===== config.mk =====
export PLATFORM = sky130hd
export DESIGN_NAME = ctrl_nmi_fencei_top
export DESIGN_NICKNAME = d
export VERILOG_FILES = /design/src/hw/bus_pkg.sv /design/src/hw/ctrl_pkg.sv /design/src/hw/data_obs_if.sv /design/src/hw/bus_error_nmi.sv /design/src/hw/ctrl_nmi_fencei_top.sv /design/src/hw/fencei_flush_ctrl.sv /design/src/hw/lsu_outstanding_tracker.sv
export VERILOG_INCLUDE_DIRS = /design/src /design/src/hw
export SDC_FILE = /design/constraint.sdc
export NUM_CORES = 1
export LEC_CHECK = 0
export BUFFER_PORTS_ARGS = -buffer_cell sky130_fd_sc_hd__buf_2
export CORE_AREA = 3 3 40 42
export CTS_CLUSTER_SIZE = 24
export DETAILED_ROUTE_END_ITERATION = 8
export DIE_AREA = 0 0 43 45
export HOLD_SLACK_MARGIN = 0.03
export MAX_ROUTING_LAYER = met4
export PLACE_DENSITY = 0.66
export SETUP_SLACK_MARGIN = 0.3
export SLEW_MARGIN = 40
export SYNTH_ARGS = -nofsm -noshare
export SYNTH_HDL_FRONTEND = slang
export SYNTH_SLANG_ARGS = --single-unit

===== constraint.sdc =====
create_clock -name clk -period 3.1 [get_ports clk]
set_input_delay 0.31 -clock clk [delete_from_list [all_inputs] [get_ports clk]]
set_output_delay 0.31 -clock clk [all_outputs]
set_load 0.005 [all_outputs]

===== src/hw/ctrl_params.svh =====
// Sizing for the data-bus tracker, which assumes at most two data transfers in flight at once

`ifndef CTRL_PARAMS_SVH
`define CTRL_PARAMS_SVH

//////////////////////////////////////////////////////////////////////
// Outstanding transaction limits
//////////////////////////////////////////////////////////////////////

// Most data transfers the core may have in flight at the same time
// The LSU never issues a third request before the first response returns
`define MAX_OUTSTANDING 2

// Width of the outstanding counter
// Two bits are enough to hold the values zero to MAX_OUTSTANDING
`define OUT_CNT_W 2

// The type queue in the tracker is written out for exactly
// MAX_OUTSTANDING entries, so both values move together

`endif


===== src/hw/bus_pkg.sv =====
// Data-bus types; the count type is sized by OUT_CNT_W from the parameter header

`default_nettype none

`include "ctrl_params.svh"

package bus_pkg;

  //////////////////////////////////////////////////////////////////////
  // Transfer classification
  //////////////////////////////////////////////////////////////////////

  // Type of a data transfer, taken straight from the write enable
  // A write is a store and a read is a load
  typedef enum logic {
    XFER_LOAD  = 1'b0,
    XFER_STORE = 1'b1
  } xfer_type_e;

  //////////////////////////////////////////////////////////////////////
  // Outstanding accounting
  //////////////////////////////////////////////////////////////////////

  // Number of accepted transfers still waiting for their response
  typedef logic [`OUT_CNT_W-1:0] out_cnt_t;

endpackage

`default_nettype wire


===== src/hw/ctrl_pkg.sv =====
// Controller state encodings for the fence.i handshake and the bus-error NMI

`default_nettype none

package ctrl_pkg;

  //////////////////////////////////////////////////////////////////////
  // fence.i flush handshake
  //////////////////////////////////////////////////////////////////////

  // IDLE waits for a fence.i in writeback
  // REQ drives the flush request to the instruction cache until acked
  // DONE is the cycle after the ack, before the completion strobe
  typedef enum logic [1:0] {
    FENCEI_IDLE = 2'b00,
    FENCEI_REQ  = 2'b01,
    FENCEI_DONE = 2'b10
  } fencei_state_e;

  //////////////////////////////////////////////////////////////////////
  // Non-maskable interrupt
  //////////////////////////////////////////////////////////////////////

  // PENDING holds a latched bus error until the NMI is taken
  typedef enum logic {
    NMI_IDLE    = 1'b0,
    NMI_PENDING = 1'b1
  } nmi_state_e;

endpackage

`default_nettype wire


===== src/hw/data_obs_if.sv =====
// Observation-only view of the core data bus; nothing here drives the bus itself

`default_nettype none

interface data_obs_if;

  // Request phase
  logic req;
  logic gnt;
  logic we;

  // Response phase
  logic rvalid;
  logic err;

  // The tracker follows both phases but has no use for the error flag
  modport monitor (
    input req,
    input gnt,
    input we,
    input rvalid
  );

  // The NMI logic only looks at responses
  modport error (
    input rvalid,
    input err
  );

  // The top level copies its plain ports onto the bundle
  modport source (
    output req,
    output gnt,
    output we,
    output rvalid,
    output err
  );

endinterface

`default_nettype wire


===== src/hw/bus_error_nmi.sv =====
// Only the first data bus error is kept; later errors are dropped until the NMI is taken

`default_nettype none

module bus_error_nmi (
  input  logic                clk,
  input  logic                rst_n,
  data_obs_if.error           obs,
  input  bus_pkg::out_cnt_t   out_cnt_i,
  input  bus_pkg::xfer_type_e rsp_type_i,
  input  logic                flush_busy_i,
  output logic                nmi_pending_o,
  output logic                nmi_is_store_o,
  output logic                nmi_take_o
);

  import bus_pkg::*;
  import ctrl_pkg::*;

  nmi_state_e state_q;
  logic       is_store_q;
  logic       err_rsp;
  logic       bus_idle;

  assign err_rsp  = obs.rvalid && obs.err;
  assign bus_idle = (out_cnt_i == '0);

  // The NMI waits for the data bus to drain and for any fence.i flush
  // to finish, so no transfer is lost when the handler starts
  assign nmi_take_o = (state_q == NMI_PENDING) && bus_idle && !flush_busy_i;

  //////////////////////////////////////////////////////////////////////
  // Pending NMI state
  //////////////////////////////////////////////////////////////////////

  always_ff @(posedge clk or negedge rst_n) begin
    if (!rst_n) begin
      state_q    <= NMI_IDLE;
      is_store_q <= 1'b0;
    end else begin
      case (state_q)
        NMI_IDLE: begin
          // The store flag keeps its value after the take, like a cause register
          if (err_rsp) begin
            state_q    <= NMI_PENDING;
            is_store_q <= (rsp_type_i == XFER_STORE);
          end
        end
        NMI_PENDING: begin
          if (nmi_take_o) begin
            state_q <= NMI_IDLE;
          end
        end
        default: state_q <= NMI_IDLE;
      endcase
    end
  end

  assign nmi_pending_o  = (state_q == NMI_PENDING);
  assign nmi_is_store_o = is_store_q;

  //////////////////////////////////////////////////////////////////////
  // Checks
  //////////////////////////////////////////////////////////////////////

  // The first error must be latched with the type the tracker reported
  a_latched_bus_error :
    assert property (@(posedge clk) disable iff (!rst_n)
                     (err_rsp && !nmi_pending_o)
                     |=> nmi_pending_o &&
                         (nmi_is_store_o == $past(rsp_type_i == XFER_STORE)))
      else $error("Bus error latched with the wrong type");

  // Taking the NMI needs an empty bus and clears the pending flag
  a_take_when_idle :
    assert property (@(posedge clk) disable iff (!rst_n)
                     nmi_take_o |-> (out_cnt_i == '0) ##1 !nmi_pending_o)
      else $error("NMI taken with outstanding transfers");

endmodule

`default_nettype wire


===== src/hw/ctrl_nmi_fencei_top.sv =====
// Controller slice top; data bus inputs are observed only and must follow in-order responses

`default_nettype none

module ctrl_nmi_fencei_top (
  input  logic clk,
  input  logic rst_n,
  // Observed data bus
  input  logic data_req_i,
  input  logic data_gnt_i,
  input  logic data_we_i,
  input  logic data_rvalid_i,
  input  logic data_err_i,
  // fence.i handshake with the instruction cache
  input  logic fencei_in_wb_i,
  input  logic fencei_ready_i,
  input  logic fencei_flush_ack_i,
  output logic fencei_flush_req_o,
  output logic fencei_done_o,
  // NMI status
  output logic nmi_pending_o,
  output logic nmi_is_store_o,
  output logic nmi_take_o
);

  import bus_pkg::*;

  out_cnt_t   out_cnt;
  xfer_type_e rsp_type;
  logic       nmi_pending;
  logic       flush_busy;

  //////////////////////////////////////////////////////////////////////
  // Data bus bundle
  //////////////////////////////////////////////////////////////////////

  data_obs_if obs_if ();

  assign obs_if.req    = data_req_i;
  assign obs_if.gnt    = data_gnt_i;
  assign obs_if.we     = data_we_i;
  assign obs_if.rvalid = data_rvalid_i;
  assign obs_if.err    = data_err_i;

  //////////////////////////////////////////////////////////////////////
  // Peers
  //////////////////////////////////////////////////////////////////////

  lsu_outstanding_tracker u_tracker (
    .clk        (clk),
    .rst_n      (rst_n),
    .obs        (obs_if.monitor),
    .out_cnt_o  (out_cnt),
    .rsp_type_o (rsp_type)
  );

  bus_error_nmi u_nmi (
    .clk            (clk),
    .rst_n          (rst_n),
    .obs            (obs_if.error),
    .out_cnt_i      (out_cnt),
    .rsp_type_i     (rsp_type),
    .flush_busy_i   (flush_busy),
    .nmi_pending_o  (nmi_pending),
    .nmi_is_store_o (nmi_is_store_o),
    .nmi_take_o     (nmi_take_o)
  );

  fencei_flush_ctrl u_fencei (
    .clk            (clk),
    .rst_n          (rst_n),
    .fencei_in_wb_i (fencei_in_wb_i),
    .fencei_ready_i (fencei_ready_i),
    .nmi_pending_i  (nmi_pending),
    .flush_ack_i    (fencei_flush_ack_i),
    .flush_req_o    (fencei_flush_req_o),
    .flush_done_o   (fencei_done_o),
    .flush_busy_o   (flush_busy)
  );

  assign nmi_pending_o = nmi_pending;

endmodule

`default_nettype wire


===== src/hw/fencei_flush_ctrl.sv =====
// fence.i flush handshake; the instruction cache may hold the ack low for any number of cycles

`default_nettype none

module fencei_flush_ctrl (
  input  logic clk,
  input  logic rst_n,
  input  logic fencei_in_wb_i,
  input  logic fencei_ready_i,
  input  logic nmi_pending_i,
  input  logic flush_ack_i,
  output logic flush_req_o,
  output logic flush_done_o,
  output logic flush_busy_o
);

  import ctrl_pkg::*;

  fencei_state_e state_q;
  logic          start;
  logic          start_d_q;
  logic          go_q;
  logic          done_q;

  // A pending NMI has priority, so the flush may not start under it
  assign start = fencei_in_wb_i && fencei_ready_i && !nmi_pending_i;

  //////////////////////////////////////////////////////////////////////
  // Handshake FSM
  //////////////////////////////////////////////////////////////////////

  always_ff @(posedge clk or negedge rst_n) begin
    if (!rst_n) begin
      start_d_q <= 1'b0;
      go_q      <= 1'b0;
      done_q    <= 1'b0;
      state_q   <= FENCEI_IDLE;
    end else begin
      // Only the rising edge starts a flush, one per fence.i
      start_d_q <= start;
      go_q      <= start && !start_d_q;
      // Completion is flagged the cycle after the ack has been consumed
      done_q    <= (state_q == FENCEI_DONE);
      case (state_q)
        FENCEI_IDLE: begin
          if (go_q) begin
            state_q <= FENCEI_REQ;
          end
        end
        FENCEI_REQ: begin
          if (flush_ack_i) begin
            state_q <= FENCEI_DONE;
          end
        end
        FENCEI_DONE: state_q <= FENCEI_IDLE;
        default:     state_q <= FENCEI_IDLE;
      endcase
    end
  end

  assign flush_req_o  = (state_q == FENCEI_REQ);
  assign flush_done_o = done_q;
  assign flush_busy_o = (state_q != FENCEI_IDLE);

  //////////////////////////////////////////////////////////////////////
  // Checks
  //////////////////////////////////////////////////////////////////////

  // The request is held until the instruction cache acknowledges it
  a_req_clear_after_ack :
    assert property (@(posedge clk) disable iff (!rst_n)
                     $fell(flush_req_o) |-> $past(flush_ack_i))
      else $error("fence.i request dropped without an ack");

  a_req_gone_after_ack :
    assert property (@(posedge clk) disable iff (!rst_n)
                     (flush_req_o && flush_ack_i) |=> !flush_req_o)
      else $error("fence.i request still high after req and ack");

  // The write buffer must stay empty for the whole handshake
  a_req_needs_ready :
    assert property (@(posedge clk) disable iff (!rst_n)
                     flush_req_o |-> fencei_ready_i)
      else $error("fence.i request while not ready");

endmodule

`default_nettype wire


===== src/hw/lsu_outstanding_tracker.sv =====
// Tracks up to MAX_OUTSTANDING data transfers; responses must return in order

`default_nettype none

`include "ctrl_params.svh"

module lsu_outstanding_tracker (
  input  logic                clk,
  input  logic                rst_n,
  data_obs_if.monitor         obs,
  output bus_pkg::out_cnt_t   out_cnt_o,
  output bus_pkg::xfer_type_e rsp_type_o
);

  import bus_pkg::*;

  // Entry 0 holds the newest transfer, entry 1 the older one
  out_cnt_t   cnt_q;
  xfer_type_e type_q [`MAX_OUTSTANDING];
  logic       accept;
  logic       respond;
  logic       shift;

  assign accept  = obs.req && obs.gnt;
  assign respond = obs.rvalid;

  //////////////////////////////////////////////////////////////////////
  // Outstanding counter
  //////////////////////////////////////////////////////////////////////

  // A transfer and a response in the same cycle cancel out
  always_ff @(posedge clk or negedge rst_n) begin
    if (!rst_n) begin
      cnt_q <= '0;
    end else if (accept && !respond) begin
      cnt_q <= cnt_q + out_cnt_t'(1);
    end else if (!accept && respond) begin
      cnt_q <= cnt_q - out_cnt_t'(1);
    end
  end

  //////////////////////////////////////////////////////////////////////
  // Type queue
  //////////////////////////////////////////////////////////////////////

  // The older entry must survive when a new transfer comes in and
  // something is still left over after this cycle's response
  // With one outstanding and a response, the old entry leaves anyway
  assign shift = (!respond && (cnt_q != '0)) ||
                 (respond && (cnt_q == out_cnt_t'(`MAX_OUTSTANDING)));

  always_ff @(posedge clk) begin
    if (accept) begin
      type_q[0] <= xfer_type_e'(obs.we);
      if (shift) begin
        type_q[1] <= type_q[0];
      end
    end
  end

  // The response always answers the oldest accepted transfer
  assign rsp_type_o = (cnt_q == out_cnt_t'(`MAX_OUTSTANDING)) ? type_q[1] : type_q[0];
  assign out_cnt_o  = cnt_q;

  //////////////////////////////////////////////////////////////////////
  // Checks
  //////////////////////////////////////////////////////////////////////

  // The LSU must stop requesting once the limit is reached
  a_cnt_limit :
    assert property (@(posedge clk) disable iff (!rst_n)
                     cnt_q <= out_cnt_t'(`MAX_OUTSTANDING))
      else $error("Outstanding count above the limit");

  // A response with nothing in flight would underflow the counter
  a_no_orphan_rsp :
    assert property (@(posedge clk) disable iff (!rst_n)
                     obs.rvalid |-> (cnt_q != '0))
      else $error("Response with no outstanding transfer");

endmodule

`default_nettype wire


==> flow_metrics.tcl <==
set metrics [dict create \
    criticalPathCategory "reg2out" \
    drt-vias-per-instance 4.465 \
    slew_viol_final 0 \
    cp-endpoint "nmi_take_o" \
    fmaxAchievable_mhz 682.1 \
    vias 317 \
    clkLatencyLatePin_ns 0.26 \
    timing.final.ws_setup_ns 1.634 \
    cap_violations 0 \
    io_pins 15 \
    hp-class "in2reg" \
    crit_fanout 5 \
    rsz0062_at_grt "no" \
    routedWlPerCell_um 10.51 \
    drt-initial-drc-count 1 \
    cts_resized 0 \
    cp-startpoint "u_fencei.state_q[0]$_DFFE_PN0P_" \
    timing.critical_path.required_ns 2.79 \
    total_leakage_power_nw 0.2826 \
    grt_pass1_wl_um 1324 \
    ctsHtreeMaxLevel 1 \
    pre_cts_slack_ns 1.826 \
    finClkSkew_ns 0.004501 \
    fin_hold_ws_ns 0.2299 \
    nNetsFinal 68 \
    r2r-end "u_tracker.type_q[0][1]$_DFFE_PP_" \
    yosysTopAreaCell "dfrtp_1" \
    cts.reportedPaths.clkPinSlew_ns 0.07 \
    cts_tree "built" \
    synth_seq_cells 11 \
    ir_drop_mv 0.2670 \
    placed_area_um2 545.5 \
    status "complete, no violations" \
    cts_made_buffers 3 \
    cp-start-kind "flip-flop" \
    synth_nets 48 \
    start_util_pct 35.54 \
    die_x_um 43 \
    worst_pin_slew_ns 0.2316 \
    synth_cell_types 20 \
    fp.dieH_um 45 \
    fp.dieArea_um2 1935 \
    syn_area_um2 456.7 \
    dp_cells 66 \
    core_um2 1285 \
    r2r_cells 2 \
    final_common_cell "buf_2" \
    layout_common_cells "buf_2 (14), dfrtp_1 (9), nor2_1 (4), nor2b_1 (3), clkbuf_4 (3)" \
    cts.path.max_buffers 2 \
    area_growth_syn_to_layout_pct 27.40 \
    dpl.hpwl_um 602.8 \
    fin_tns_setup_ns 0 \
    ys_top_cells_by_area "dfrtp_1 (49%), edfxtp_1 (13%), nor2b_1 (4.1%)" \
    drc 0 \
    hold_violations 0 \
    gp_congestion 0.6823 \
    grt_usage_pct 9.652 \
    fin_area_um2 581.8 \
    setup_violations 0 \
    instances_no_fill 71 \
    critPathCaptureType "output port" \
    avgSynthCellArea_um2 12.34 \
    grt_max_degree 10 \
    place.port_buffers 14 \
    r2r_slack_ns 2.05 \
    rows 13 \
    grt_antenna_before_repair 0 \
    pwr_density_cell_nw_per_um2 780.1 \
    yosysTopAreaCellShare_pct 49.32 \
    drt-total-wl_um 746 \
    synth.yosys.seq_area_share_pct 62.47 \
    clock_sinks 11 \
    fin_crit_sh_pct 47.29 \
    postCtsSetupBuffers 0 \
    rr_startpoint "u_tracker.out_cnt_o[0]$_DFFE_PN0P_" \
    worst_ep_arrival_time_ns 1.16 \
    drive_above_1_share_pct 33.93 \
    antenna_left 0 \
    first_pass_iters 2 \
    antennaDiodeCount 0 \
    clock-root-buffer "clkbuf_4" \
    grt-ovfl-total 0 \
    first_global_vias 326 \
    synth_cells 37 \
    min_period_ns 1.466 \
    max_slew_margin_pct 84.43 \
    yosysWarnings 0 \
]
metrics by stage:
stage               util, %  total power, W
floorplan                 -       0.0003151
global placement      42.45       0.0003637
detailed placement    42.45       0.0003674
CTS                   45.28       0.0004615
global route          45.28       0.0004923
finish                45.28       0.0004539
critical path: stages, from the launching register on:
cell and delay (ns):
dfrtp_1 0.41, nand2b_1 0.16, nor4_2 0.17, buf_2 0.16
how the worst min path moves through the flow:
stage | cells after the start | slack (ns) | start | end
after floorplan | 0 | 0.01 | rst_n | u_fencei.flush_done_o$_DFF_PN0_
after global placement | 1 | 0.17 | rst_n | u_fencei.flush_done_o$_DFF_PN0_
after detailed placement | 1 | 0.17 | rst_n | u_fencei.flush_done_o$_DFF_PN0_
after CTS | 1 | 0.22 | data_we_i | u_tracker.type_q[0][0]$_DFFE_PP_
after global routing | 1 | 0.21 | data_we_i | u_tracker.type_q[0][0]$_DFFE_PP_
final | 1 | 0.23 | data_we_i | u_tracker.type_q[0][0]$_DFFE_PP_
cell families (layout without fill, tap and decap cells):
family / after synthesis / in the layout / share of synthesized area, %
multiplexers: 1 / 1 / 2.192
buffers and inverters: 1 / 20 / 0.8211
flip-flops: 11 / 11 / 62.47
AO/OA/AOI/OAI: 4 / 4 / 5.479
AND/OR/NAND/NOR: 16 / 16 / 20.55
XOR/XNOR: 3 / 3 / 5.754
adder cells (fa/ha/maj): 1 / 1 / 2.739
registers in the layout (all words and copies together) (netlist names):
signal / flops
u_fencei.start_d_q: 1
u_tracker.type_q: 2
u_fencei.go_q: 1
u_nmi.nmi_is_store_o: 1
u_fencei.state_q: 2
u_tracker.out_cnt_o: 2
u_nmi.nmi_pending_o: 1
u_fencei.flush_done_o: 1
metal layers:
| metal | track usage, % | vias to the layer above | wire (um) |
|---|---|---|---|
| li1 | - | 164 | - |
| met1 | 11.78 | 143 | 365 |
| met2 | 13.17 | 8 | 317 |
| met3 | 4.382 | 2 | 46 |
| met4 | 5.422 | 0 | 16 |
| met5 | - | - | 0 |
final cells by class:
class	instances	area [um^2]
fill	124	703.2
tap	15	18.77
inverter	1	3.754
sequential	11	285.3
timing repair buffer	15	80.08
clock buffer	4	26.28
multi-input combinational	25	167.7
report_power, final:
| part | total [W] | internal (W) | switching, W | leakage [nW] |
|---|---|---|---|---|
| Combinational | 0.000126 | 0.0000740 | 0.0000520 | 0.135 |
| Sequential | 0.000235 | 0.000191 | 0.0000440 | 0.133 |
| Clock | 0.0000925 | 0.0000496 | 0.0000429 | 0.0150 |
synth_stat cells:
library cell / n
dfrtp_1: 9
nor2_1: 4
nor2b_1: 3
and2_1: 2
edfxtp_1: 2
nand2_1: 2
xor2_1: 2
a211oi_1: 1
a21oi_1: 1
ha_1: 1
inv_1: 1
mux2i_1: 1
nand2b_1: 1
nand3b_1: 1
nor2b_2: 1
nor3_1: 1
nor4_2: 1
o21a_1: 1
o21ai_0: 1
xnor2_1: 1
timing repair:
action | in CTS | in global routing
hold endpoints to repair | 9 | 0
hold buffers | 1 | 0
setup endpoints to repair | 0 | 0
Note: power is estimated with default switching activity, not from simulation.
